--- src/hdl/sched_pkg.sv ---
`default_nettype none

package sched_pkg;

  // ====================
  // machine sizes
  // ====================
  localparam int ARCH_REGS = 32;
  localparam int PHY_REGS  = 64;
  localparam int WB_WIDTH  = 2;

  typedef logic [$clog2(ARCH_REGS)-1:0] areg_t;
  typedef logic [$clog2(PHY_REGS)-1:0]  preg_t;

  // ====================
  // instruction encodings
  // ====================
  typedef enum logic {
    ALU_INSTR = 1'b0,
    MEM_INSTR = 1'b1
  } instr_type_e;

  typedef enum logic [2:0] {
    ALU_ADD = 3'd0,
    ALU_SUB = 3'd1,
    ALU_AND = 3'd2,
    ALU_OR  = 3'd3,
    ALU_XOR = 3'd4,
    ALU_SLL = 3'd5,
    ALU_SRL = 3'd6,
    ALU_SLT = 3'd7
  } alu_op_e;

  typedef enum logic [1:0] {
    MEM_LW = 2'd0,
    MEM_LB = 2'd1,
    MEM_SW = 2'd2,
    MEM_SB = 2'd3
  } mem_op_e;

  // fields common to every issued instruction
  typedef struct packed {
    preg_t psrc0;
    preg_t psrc1;
    preg_t pdest;
    logic  dest_valid;
  } issue_base_t;

  // true when any write-back port hits the given register this cycle
  function automatic logic wb_match(
    input logic  [WB_WIDTH-1:0] valid,
    input preg_t [WB_WIDTH-1:0] pdest,
    input preg_t                preg
  );
    logic hit;
    hit = 1'b0;
    for (int j = 0; j < WB_WIDTH; j++) begin
      if (valid[j] && pdest[j] == preg) begin
        hit = 1'b1;
      end
    end
    return hit;
  endfunction

endpackage

`default_nettype wire

--- src/hdl/rs_write_if.sv ---
`timescale 1ns/1ps
`default_nettype none

// dispatch to reservation station write port
interface rs_write_if import sched_pkg::*; #(
  parameter type op_t = alu_op_e
) ();

  logic        wr_valid;
  logic        wr_ready;
  issue_base_t base;
  op_t         op;
  // source readiness as seen at rename time
  logic        src0_ready;
  logic        src1_ready;

  modport dispatch (
    output wr_valid,
    output base,
    output op,
    output src0_ready,
    output src1_ready,
    input  wr_ready
  );

  modport station (
    input  wr_valid,
    input  base,
    input  op,
    input  src0_ready,
    input  src1_ready,
    output wr_ready
  );

endinterface

`default_nettype wire

--- src/hdl/free_list.sv ---
`timescale 1ns/1ps
`default_nettype none

module free_list import sched_pkg::*; #(
  parameter int PHY_REGS = 64
) (
  input  wire   clk,
  input  wire   rst_n,
  input  logic  alloc_i,
  output preg_t alloc_preg_o,
  output logic  empty_o,
  input  logic  free_valid_i,
  input  preg_t free_preg_i
);

  // registers above the architectural range are renamable
  localparam int FL_DEPTH = PHY_REGS - ARCH_REGS;

  typedef logic [$clog2(FL_DEPTH)-1:0]   ptr_t;
  typedef logic [$clog2(FL_DEPTH+1)-1:0] cnt_t;

  preg_t fifo_q [FL_DEPTH];
  ptr_t  head_q;
  ptr_t  tail_q;
  cnt_t  count_q;

  function automatic ptr_t ptr_inc(input ptr_t p);
    return (p == ptr_t'(FL_DEPTH - 1)) ? '0 : p + 1'b1;
  endfunction

  assign alloc_preg_o = fifo_q[head_q];
  assign empty_o      = (count_q == '0);

  always_ff @(posedge clk or negedge rst_n) begin
    if (!rst_n) begin
      for (int i = 0; i < FL_DEPTH; i++) begin
        fifo_q[i] <= preg_t'(ARCH_REGS + i);
      end
      head_q  <= '0;
      tail_q  <= '0;
      count_q <= cnt_t'(FL_DEPTH);
    end else begin
      if (alloc_i) begin
        head_q <= ptr_inc(head_q);
      end
      if (free_valid_i) begin
        fifo_q[tail_q] <= free_preg_i;
        tail_q         <= ptr_inc(tail_q);
      end
      case ({free_valid_i, alloc_i})
        2'b10:   count_q <= count_q + 1'b1;
        2'b01:   count_q <= count_q - 1'b1;
        default: count_q <= count_q;
      endcase
    end
  end

  // dispatch must hold off allocation when nothing is free
  a_no_pop_empty: assert property (@(posedge clk) disable iff (!rst_n)
    alloc_i |-> !empty_o);

  // commit may only return registers that were handed out
  a_no_overflow: assert property (@(posedge clk) disable iff (!rst_n)
    (free_valid_i && !alloc_i) |-> (count_q < cnt_t'(FL_DEPTH)));

endmodule

`default_nettype wire

--- src/hdl/rename_table.sv ---
`timescale 1ns/1ps
`default_nettype none

module rename_table import sched_pkg::*; #(
  parameter int PHY_REGS = 64
) (
  input  wire                  clk,
  input  wire                  rst_n,
  input  areg_t                src0_i,
  input  areg_t                src1_i,
  input  areg_t                dest_i,
  input  logic                 rename_i,
  input  preg_t                new_preg_i,
  output preg_t                psrc0_o,
  output preg_t                psrc1_o,
  output logic                 src0_ready_o,
  output logic                 src1_ready_o,
  input  logic  [WB_WIDTH-1:0] wb_valid_i,
  input  preg_t [WB_WIDTH-1:0] wb_pdest_i
);

  preg_t               map_q [ARCH_REGS];
  // set at rename, cleared by write-back
  logic [PHY_REGS-1:0] busy_q;

  always_ff @(posedge clk or negedge rst_n) begin
    if (!rst_n) begin
      for (int i = 0; i < ARCH_REGS; i++) begin
        map_q[i] <= preg_t'(i);
      end
      busy_q <= '0;
    end else begin
      for (int j = 0; j < WB_WIDTH; j++) begin
        if (wb_valid_i[j]) begin
          busy_q[wb_pdest_i[j]] <= 1'b0;
        end
      end
      if (rename_i) begin
        map_q[dest_i]        <= new_preg_i;
        busy_q[new_preg_i]   <= 1'b1;
      end
    end
  end

  // ====================
  // source lookup
  // ====================
  assign psrc0_o = map_q[src0_i];
  assign psrc1_o = map_q[src1_i];

  // r0 is never renamed, so it is always ready
  assign src0_ready_o = (src0_i == '0) || !busy_q[psrc0_o] ||
                        wb_match(wb_valid_i, wb_pdest_i, psrc0_o);
  assign src1_ready_o = (src1_i == '0) || !busy_q[psrc1_o] ||
                        wb_match(wb_valid_i, wb_pdest_i, psrc1_o);

endmodule

`default_nettype wire

--- src/hdl/rename_dispatch.sv ---
`timescale 1ns/1ps
`default_nettype none

module rename_dispatch import sched_pkg::*; (
  input  wire           clk,
  input  wire           rst_n,
  // request
  input  logic          req_valid_i,
  input  instr_type_e   req_type_i,
  input  logic  [2:0]   req_op_i,
  input  areg_t         req_src0_i,
  input  areg_t         req_src1_i,
  input  areg_t         req_dest_i,
  output logic          req_ready_o,
  // free list
  output logic          alloc_o,
  input  preg_t         alloc_preg_i,
  input  logic          empty_i,
  // rename table
  output areg_t         src0_o,
  output areg_t         src1_o,
  output areg_t         dest_o,
  output logic          rename_o,
  output preg_t         new_preg_o,
  input  preg_t         psrc0_i,
  input  preg_t         psrc1_i,
  input  logic          src0_ready_i,
  input  logic          src1_ready_i,
  // stations
  rs_write_if.dispatch  alu_wr,
  rs_write_if.dispatch  mem_wr
);

  logic        s1_valid_q;
  instr_type_e s1_type_q;
  logic [2:0]  s1_op_q;
  areg_t       s1_src0_q;
  areg_t       s1_src1_q;
  areg_t       s1_dest_q;
  preg_t       s1_preg_q;

  logic        s1_wr_ready;
  logic        s1_fire;
  logic        need_preg;
  logic        accept;
  issue_base_t s1_base;

  // ====================
  // stage 0 accept
  // ====================
  assign need_preg   = (req_dest_i != '0);
  assign s1_wr_ready = (s1_type_q == MEM_INSTR) ? mem_wr.wr_ready : alu_wr.wr_ready;
  assign s1_fire     = s1_valid_q && s1_wr_ready;
  assign req_ready_o = (!s1_valid_q || s1_fire) && (!need_preg || !empty_i);
  assign accept      = req_valid_i && req_ready_o;
  assign alloc_o     = accept && need_preg;

  always_ff @(posedge clk or negedge rst_n) begin
    if (!rst_n) begin
      s1_valid_q <= 1'b0;
    end else if (accept) begin
      s1_valid_q <= 1'b1;
    end else if (s1_fire) begin
      s1_valid_q <= 1'b0;
    end
  end

  always_ff @(posedge clk) begin
    if (accept) begin
      s1_type_q <= req_type_i;
      s1_op_q   <= req_op_i;
      s1_src0_q <= req_src0_i;
      s1_src1_q <= req_src1_i;
      s1_dest_q <= req_dest_i;
      s1_preg_q <= need_preg ? alloc_preg_i : '0;
    end
  end

  // ====================
  // stage 1 rename
  // ====================
  assign src0_o     = s1_src0_q;
  assign src1_o     = s1_src1_q;
  assign dest_o     = s1_dest_q;
  assign new_preg_o = s1_preg_q;
  // map only once the station takes the instruction
  assign rename_o   = s1_fire && (s1_dest_q != '0);

  assign s1_base = '{
    psrc0:      psrc0_i,
    psrc1:      psrc1_i,
    pdest:      s1_preg_q,
    dest_valid: (s1_dest_q != '0)
  };

  // route by type
  assign alu_wr.wr_valid   = s1_valid_q && (s1_type_q == ALU_INSTR);
  assign alu_wr.base       = s1_base;
  assign alu_wr.op         = alu_op_e'(s1_op_q);
  assign alu_wr.src0_ready = src0_ready_i;
  assign alu_wr.src1_ready = src1_ready_i;

  assign mem_wr.wr_valid   = s1_valid_q && (s1_type_q == MEM_INSTR);
  assign mem_wr.base       = s1_base;
  assign mem_wr.op         = mem_op_e'(s1_op_q[1:0]);
  assign mem_wr.src0_ready = src0_ready_i;
  assign mem_wr.src1_ready = src1_ready_i;

  a_one_station: assert property (@(posedge clk) disable iff (!rst_n)
    !(alu_wr.wr_valid && mem_wr.wr_valid));

endmodule

`default_nettype wire

--- src/hdl/reservation_station.sv ---
`timescale 1ns/1ps
`default_nettype none

module reservation_station import sched_pkg::*; #(
  parameter int  RS_SIZE  = 8,
  parameter bit  IN_ORDER = 1'b0,
  parameter type op_t     = alu_op_e
) (
  input  wire                  clk,
  input  wire                  rst_n,
  rs_write_if.station          wr,
  input  logic  [WB_WIDTH-1:0] wb_valid_i,
  input  preg_t [WB_WIDTH-1:0] wb_pdest_i,
  output logic                 issue_valid_o,
  output issue_base_t          issue_base_o,
  output op_t                  issue_op_o,
  input  logic                 issue_ready_i
);

  typedef logic [$clog2(RS_SIZE)-1:0] idx_t;

  logic [RS_SIZE-1:0] valid_q;
  issue_base_t        base_q [RS_SIZE];
  op_t                op_q   [RS_SIZE];
  logic [RS_SIZE-1:0] rdy0_q;
  logic [RS_SIZE-1:0] rdy1_q;

  logic [RS_SIZE-1:0] wake0;
  logic [RS_SIZE-1:0] wake1;
  idx_t               wr_idx;
  idx_t               sel_idx;
  logic               sel_valid;
  logic               full;
  logic               wr_fire;
  logic               load;
  logic               take;

  assign wr.wr_ready = !full;
  assign wr_fire     = wr.wr_valid && !full;
  // issue register accepts when empty or draining
  assign load        = !issue_valid_o || issue_ready_i;
  assign take        = sel_valid && load;

  // ====================
  // wake-up
  // ====================
  always_comb begin
    for (int i = 0; i < RS_SIZE; i++) begin
      wake0[i] = wb_match(wb_valid_i, wb_pdest_i, base_q[i].psrc0);
      wake1[i] = wb_match(wb_valid_i, wb_pdest_i, base_q[i].psrc1);
    end
  end

  always_ff @(posedge clk) begin
    for (int i = 0; i < RS_SIZE; i++) begin
      if (wr_fire && wr_idx == idx_t'(i)) begin
        base_q[i] <= wr.base;
        op_q[i]   <= wr.op;
        rdy0_q[i] <= wr.src0_ready;
        rdy1_q[i] <= wr.src1_ready;
      end else begin
        if (wake0[i]) begin
          rdy0_q[i] <= 1'b1;
        end
        if (wake1[i]) begin
          rdy1_q[i] <= 1'b1;
        end
      end
    end
  end

  always_ff @(posedge clk or negedge rst_n) begin
    if (!rst_n) begin
      valid_q <= '0;
    end else begin
      if (take) begin
        valid_q[sel_idx] <= 1'b0;
      end
      if (wr_fire) begin
        valid_q[wr_idx] <= 1'b1;
      end
    end
  end

  // ====================
  // select
  // ====================
  generate
    if (IN_ORDER) begin : g_in_order
      // circular order, only the head may leave
      idx_t head_q;
      idx_t tail_q;

      always_ff @(posedge clk or negedge rst_n) begin
        if (!rst_n) begin
          head_q <= '0;
          tail_q <= '0;
        end else begin
          if (take) begin
            head_q <= (head_q == idx_t'(RS_SIZE - 1)) ? '0 : head_q + 1'b1;
          end
          if (wr_fire) begin
            tail_q <= (tail_q == idx_t'(RS_SIZE - 1)) ? '0 : tail_q + 1'b1;
          end
        end
      end

      assign wr_idx    = tail_q;
      assign full      = valid_q[tail_q];
      assign sel_idx   = head_q;
      assign sel_valid = valid_q[head_q] && rdy0_q[head_q] && rdy1_q[head_q];
    end else begin : g_out_of_order
      // lowest ready entry wins, lowest free slot is filled
      always_comb begin
        sel_valid = 1'b0;
        sel_idx   = '0;
        wr_idx    = '0;
        for (int i = RS_SIZE - 1; i >= 0; i--) begin
          if (valid_q[i] && rdy0_q[i] && rdy1_q[i]) begin
            sel_valid = 1'b1;
            sel_idx   = idx_t'(i);
          end
          if (!valid_q[i]) begin
            wr_idx = idx_t'(i);
          end
        end
      end

      assign full = &valid_q;
    end
  endgenerate

  // ====================
  // issue register
  // ====================
  always_ff @(posedge clk or negedge rst_n) begin
    if (!rst_n) begin
      issue_valid_o <= 1'b0;
    end else if (load) begin
      issue_valid_o <= sel_valid;
    end
  end

  always_ff @(posedge clk) begin
    if (take) begin
      issue_base_o <= base_q[sel_idx];
      issue_op_o   <= op_q[sel_idx];
    end
  end

  a_issue_hold: assert property (@(posedge clk) disable iff (!rst_n)
    (issue_valid_o && !issue_ready_i) |=>
      (issue_valid_o && $stable(issue_base_o) && $stable(issue_op_o)));

  // the write slot must not hold a live entry
  a_wr_slot_free: assert property (@(posedge clk) disable iff (!rst_n)
    wr_fire |-> !valid_q[wr_idx]);

endmodule

`default_nettype wire

--- src/hdl/scheduler.sv ---
`timescale 1ns/1ps
`default_nettype none

module scheduler import sched_pkg::*; #(
  parameter int ALU_RS_SIZE = 8,
  parameter int MEM_RS_SIZE = 4
) (
  input  wire                  clk,
  input  wire                  rst_n,
  // request
  input  logic                 req_valid_i,
  input  instr_type_e          req_type_i,
  input  logic  [2:0]          req_op_i,
  input  areg_t                req_src0_i,
  input  areg_t                req_src1_i,
  input  areg_t                req_dest_i,
  output logic                 req_ready_o,
  // commit
  input  logic                 free_valid_i,
  input  preg_t                free_preg_i,
  // write-back
  input  logic  [WB_WIDTH-1:0] wb_valid_i,
  input  preg_t [WB_WIDTH-1:0] wb_pdest_i,
  // alu issue
  output logic                 alu_issue_valid_o,
  output issue_base_t          alu_issue_base_o,
  output alu_op_e              alu_issue_op_o,
  input  logic                 alu_issue_ready_i,
  // memory issue
  output logic                 mem_issue_valid_o,
  output issue_base_t          mem_issue_base_o,
  output mem_op_e              mem_issue_op_o,
  input  logic                 mem_issue_ready_i
);

  logic  fl_alloc;
  preg_t fl_preg;
  logic  fl_empty;
  areg_t rt_src0;
  areg_t rt_src1;
  areg_t rt_dest;
  logic  rt_rename;
  preg_t rt_new_preg;
  preg_t rt_psrc0;
  preg_t rt_psrc1;
  logic  rt_src0_ready;
  logic  rt_src1_ready;

  rs_write_if #(.op_t(alu_op_e)) alu_wr_if ();
  rs_write_if #(.op_t(mem_op_e)) mem_wr_if ();

  free_list #(
    .PHY_REGS (PHY_REGS)
  ) free_list0 (
    .clk          (clk),
    .rst_n        (rst_n),
    .alloc_i      (fl_alloc),
    .alloc_preg_o (fl_preg),
    .empty_o      (fl_empty),
    .free_valid_i (free_valid_i),
    .free_preg_i  (free_preg_i)
  );

  rename_table #(
    .PHY_REGS (PHY_REGS)
  ) rename_table0 (
    .clk          (clk),
    .rst_n        (rst_n),
    .src0_i       (rt_src0),
    .src1_i       (rt_src1),
    .dest_i       (rt_dest),
    .rename_i     (rt_rename),
    .new_preg_i   (rt_new_preg),
    .psrc0_o      (rt_psrc0),
    .psrc1_o      (rt_psrc1),
    .src0_ready_o (rt_src0_ready),
    .src1_ready_o (rt_src1_ready),
    .wb_valid_i   (wb_valid_i),
    .wb_pdest_i   (wb_pdest_i)
  );

  rename_dispatch rename_dispatch0 (
    .clk          (clk),
    .rst_n        (rst_n),
    .req_valid_i  (req_valid_i),
    .req_type_i   (req_type_i),
    .req_op_i     (req_op_i),
    .req_src0_i   (req_src0_i),
    .req_src1_i   (req_src1_i),
    .req_dest_i   (req_dest_i),
    .req_ready_o  (req_ready_o),
    .alloc_o      (fl_alloc),
    .alloc_preg_i (fl_preg),
    .empty_i      (fl_empty),
    .src0_o       (rt_src0),
    .src1_o       (rt_src1),
    .dest_o       (rt_dest),
    .rename_o     (rt_rename),
    .new_preg_o   (rt_new_preg),
    .psrc0_i      (rt_psrc0),
    .psrc1_i      (rt_psrc1),
    .src0_ready_i (rt_src0_ready),
    .src1_ready_i (rt_src1_ready),
    .alu_wr       (alu_wr_if.dispatch),
    .mem_wr       (mem_wr_if.dispatch)
  );

  // ====================
  // stations
  // ====================
  reservation_station #(
    .RS_SIZE  (ALU_RS_SIZE),
    .IN_ORDER (1'b0),
    .op_t     (alu_op_e)
  ) alu_rs (
    .clk           (clk),
    .rst_n         (rst_n),
    .wr            (alu_wr_if.station),
    .wb_valid_i    (wb_valid_i),
    .wb_pdest_i    (wb_pdest_i),
    .issue_valid_o (alu_issue_valid_o),
    .issue_base_o  (alu_issue_base_o),
    .issue_op_o    (alu_issue_op_o),
    .issue_ready_i (alu_issue_ready_i)
  );

  // loads and stores leave in program order
  reservation_station #(
    .RS_SIZE  (MEM_RS_SIZE),
    .IN_ORDER (1'b1),
    .op_t     (mem_op_e)
  ) mem_rs (
    .clk           (clk),
    .rst_n         (rst_n),
    .wr            (mem_wr_if.station),
    .wb_valid_i    (wb_valid_i),
    .wb_pdest_i    (wb_pdest_i),
    .issue_valid_o (mem_issue_valid_o),
    .issue_base_o  (mem_issue_base_o),
    .issue_op_o    (mem_issue_op_o),
    .issue_ready_i (mem_issue_ready_i)
  );

endmodule

`default_nettype wire

--- config.mk ---
export PLATFORM = sky130hd
export DESIGN_NAME = scheduler
export DESIGN_NICKNAME = d
export VERILOG_FILES = /design/src/hdl/sched_pkg.sv /design/src/hdl/rs_write_if.sv /design/src/hdl/free_list.sv /design/src/hdl/rename_table.sv /design/src/hdl/rename_dispatch.sv /design/src/hdl/reservation_station.sv /design/src/hdl/scheduler.sv
export SDC_FILE = /design/constraint.sdc
export NUM_CORES = 2
export LEC_CHECK = 0
export BUFFER_PORTS_ARGS = -buffer_cell sky130_fd_sc_hd__buf_2
export CAP_MARGIN = 20
export CORE_MARGIN = 4
export CORE_UTILIZATION = 60
export CTS_CLUSTER_DIAMETER = 60
export DETAILED_ROUTE_END_ITERATION = 7
export PLACE_DENSITY_LB_ADDON = 0.1
export SYNTH_ARGS = -nofsm -noshare
export SYNTH_HDL_FRONTEND = slang
export SYNTH_SLANG_ARGS = --single-unit
--- constraint.sdc ---
create_clock -name clk -period 5.9 [get_ports clk]
set_clock_uncertainty 0.05 [all_clocks]
set_input_delay 0.59 -clock clk [delete_from_list [all_inputs] [get_ports clk]]
set_output_delay 0.59 -clock clk [all_outputs]
set_load 0.01 [all_outputs]
==> qor.yml <==
timing:
  fin_tns_setup_ns: 0
  whs_ns: 0.06444
  fin_crit_sh_pct: 85.65
  max_freq_mhz: 197.9
  slew_headroom_pct: 20.24
  setup_viol: 0
  fin_ws_ns: 0.8468
  rsz0062_at_grt: "false"
  worst_pin_slew_ns: 1.192
  slew_violations: 0
  hold_viol_final: 0
  min_period_ns: 5.053
routing:
  via_count: 28750
  viasPerCell: 6.724
  first_pass_iters: 8
  drt-initial-drc-count: 3116
  ant_nets: 0
  avgRoutedWirePerCell_um: 28.25
  wirelength_um: 120800
  remaining_drc_errors: 0
clock_tree:
  cts_tree: "yes"
  cts-root-buf: "clkbuf_16"
  htree_levels: 3
  clkLatencyLatePin_ns: 0.65
  ctsResizeCount: 0
  clk_path_buf_depth: 3
  post_cts_buffers: 0
  path_clk_slew_ns: 0.06
  clock-sinks: 835
  cts_buffers: 87
worst_setup_path:
  arrival_ns: 5.35
  worstSetupPathType: "flop to flop"
  required_ns: 6.20
  end_kind: "flop"
  worstPathMaxFanout: 23
  start_kind: "flop"
layout:
  fillerInstances: 5057
  layout_commonest_cell: "mux2_2"
  antenna_cells: 0
  area_delta_synth_final_pct: 10.38
  nNetsFinal: 3328
  mostFrequentLayoutCells: "389 x mux2_2, 352 x edfxtp_1, 305 x nand2_1, 288 x dfrtp_1, 193 x dfstp_2"
  drive_gt1_share_pct: 32.80
logic_synthesis:
  synth-xor-area-share_pct: 6.537
  yosysSeqAreaShare_pct: 53.74
  synth_flop_cell: "edfxtp_1"
  synth-compound-area-share_pct: 6.279
  synth_top_family_by_area: "multiplexers"
  ys_ff_latch: 835
  synth-edff-count: 352
  synthAdderAreaFrac_pct: 0.6343
  synthMuxAreaShare_pct: 21.42
  yosysWarningCount: 0
  syn_inst: 3242
  synth-simple-area-share_pct: 8.543
  syn_area_per_cell_um2: 13.14
  synthArstFlopShare_pct: 57.84
  ys_types: 69
  synthesis.area_um2: 42610
  syn_nets: 3308
pwr:
  swShare_pct: 35.10
  irDropWorstVdd_mv: 0.6475
  power.share.sequential_pct: 41.7
  comb_power_share_pct: 34.3
  internal_power_mw: 15.25
  power_leakage_nw: 18.20
  power.switching_mw: 8.249
  p_clk_share_pct: 24.0
  p_per_area_nw_per_um2: 499.7
grt:
  grt_pass1_wl_um: 183900
  track_usage_pct: 32.18
  grt_pass1_vias: 29370
  antenna_found_initial: 4
  grt_max_degree: 184
  grt-ovfl-total: 0
place:
  preCtsSetupSlack_ns: 0.9472
  io_buffers: 90
  dp_hpwl_um: 78110
  gp_congestion: 0.9863
die:
  chipHeight_um: 274.5
  initial_utilization_pct: 60.74
  core_um2: 70150
  placementRows: 97
  ioPinCount: 91
  die_x_um: 274.5
  die-area_um2: 75340
outcome:
  status: "completed"
hold_path:
  hold_class: "primary input to flop"
job:
  maxCapViolations: 0
## synth_stat cells, types with 11 or more instances
library cell	number	area [µm²]
nor3_1	19	95.09
nand3_1	43	215.2
a22o_1	19	166.4
o211ai_1	36	270.3
a221o_1	25	250.2
nand2_1	306	1149
or4_1	25	187.7
a22oi_1	45	337.8
nor2_1	85	319.1
nand3b_1	11	82.58
mux2i_1	81	810.8
a21oi_1	100	500.5
clkbuf_1	157	589.3
mux4_2	172	3874
buf_1	45	168.9
edfxtp_1	352	10570
nand2b_1	25	156.4
nor3b_1	17	127.6
nor2b_1	17	106.4
inv_1	68	255.2
nand4_1	61	381.6
dfrtp_1	290	7257
o41ai_1	36	315.3
dfstp_2	193	5071
buf_2	20	100.1
or3_1	27	168.9
o21ai_0	70	350.3
xor2_1	156	1366
nor4_1	53	331.6
ha_1	20	250.2
mux2_2	389	4380
xnor2_1	162	1419
## what timing repair did
| item | 4_1_cts | 5_1_grt |
|---|---|---|
| setup endpoints to repair | 0 | 0 |
| hold endpoints to repair | 45 | 0 |
| hold buffers | 1 | 0 |
## per-stage QoR
stage / cell area (µm²) / std cells / utilization [%] / power (mW)
final: 47030 / 4275 / 67.04 / 23.50
after CTS: 46930 / 4270 / 66.89 / 23.48
after floorplan: 42610 / 3242 / - / 14.97
after global placement: 43940 / 4106 / 62.63 / 17.52
after detailed placement: 43960 / 4107 / 62.67 / 17.81
after global routing: 47030 / 4275 / 67.04 / 24.59
## kinds of logic after synthesis
logic type	after synthesis
flip-flops	835
multiplexers	646
XOR/XNOR	318
buffers and inverters	302
AND/OR/NAND/NOR	730
AO/OA/AOI/OAI	390
adder cells (fa/ha/maj)	21
## routing by layer
metal | vias up | GRT usage, % | routed length [µm] | part of all wire [%]
li1 | 12160 | - | - | -
met1 | 14890 | 44.44 | 49430 | 41
met2 | 1400 | 51.45 | 57070 | 47
met3 | 292 | 5.609 | 9391 | 7.8
met4 | 2 | 12.61 | 4870 | 4.0
met5 | - | 0 | 7 | 0.0058
## critical path, stage by stage (launching register included)
cell	delay, ns
edfxtp_1	0.68
buf_4	0.45
mux4_2	0.36
mux4_2	0.50
mux2i_2	0.65
inv_1	0.09
buf_4	0.23
and2_4	0.20
a22oi_1	0.17
a22o_1	0.25
mux2i_2	0.13
a2111oi_4	0.88
nand2_1	0.10
## registers in the layout, summed over array words and instances, names as in the netlist, 19 cells and up
signal                count
free_list0.fifo_q       192
rename_table0.map_q     192
alu_rs.base_q           152
mem_rs.base_q            76
rename_table0.busy_q     64
alu_rs.op_q              24
alu_rs.issue_base_o      19
mem_rs.issue_base_o      19
## final cells by class
type / count / area [µm²] / area share, %
sequential: 835 / 22900 / 48.69
inverter: 70 / 262.8 / 0.5587
multi-input combinational: 2105 / 18590 / 39.53
clock buffer: 121 / 2466 / 5.244
timing repair buffer: 163 / 1149 / 2.442
tap: 940 / 1176 / 2.501
clock inverter: 41 / 484.2 / 1.030
## final timing paths
check	startpoint	endpoint	slack, ns	depth (start not counted)
setup / recovery	rename_dispatch0.src0_o[1]	mem_rs.rdy0_q[2]	0.85	12
hold / removal	req_op_i[2]	rename_dispatch0.alu_wr.op[2]	0.06	1
setup reg to reg	rename_dispatch0.src0_o[1]	mem_rs.rdy0_q[2]	0.85	12
hold reg to reg	rename_table0.map_q[189]	rename_table0.map_q[189]	0.35	0
max in group asynchronous	rst_n	rename_table0.map_q[107]	3.94	3
min in group asynchronous	rst_n	mem_rs.issue_valid_o	0.40	2
## power groups by stage
stage / Combinational [mW] / Sequential, mW / Clock (mW)
final: 8.06 / 9.80 / 5.64
after global routing: 8.63 / 9.98 / 5.98
after CTS: 7.99 / 9.77 / 5.71
after detailed placement: 7.95 / 9.86 / 0
after global placement: 7.76 / 9.75 / 0
after floorplan: 5.64 / 9.32 / 0
No activity file was read; power rests on OpenSTA's default activity.
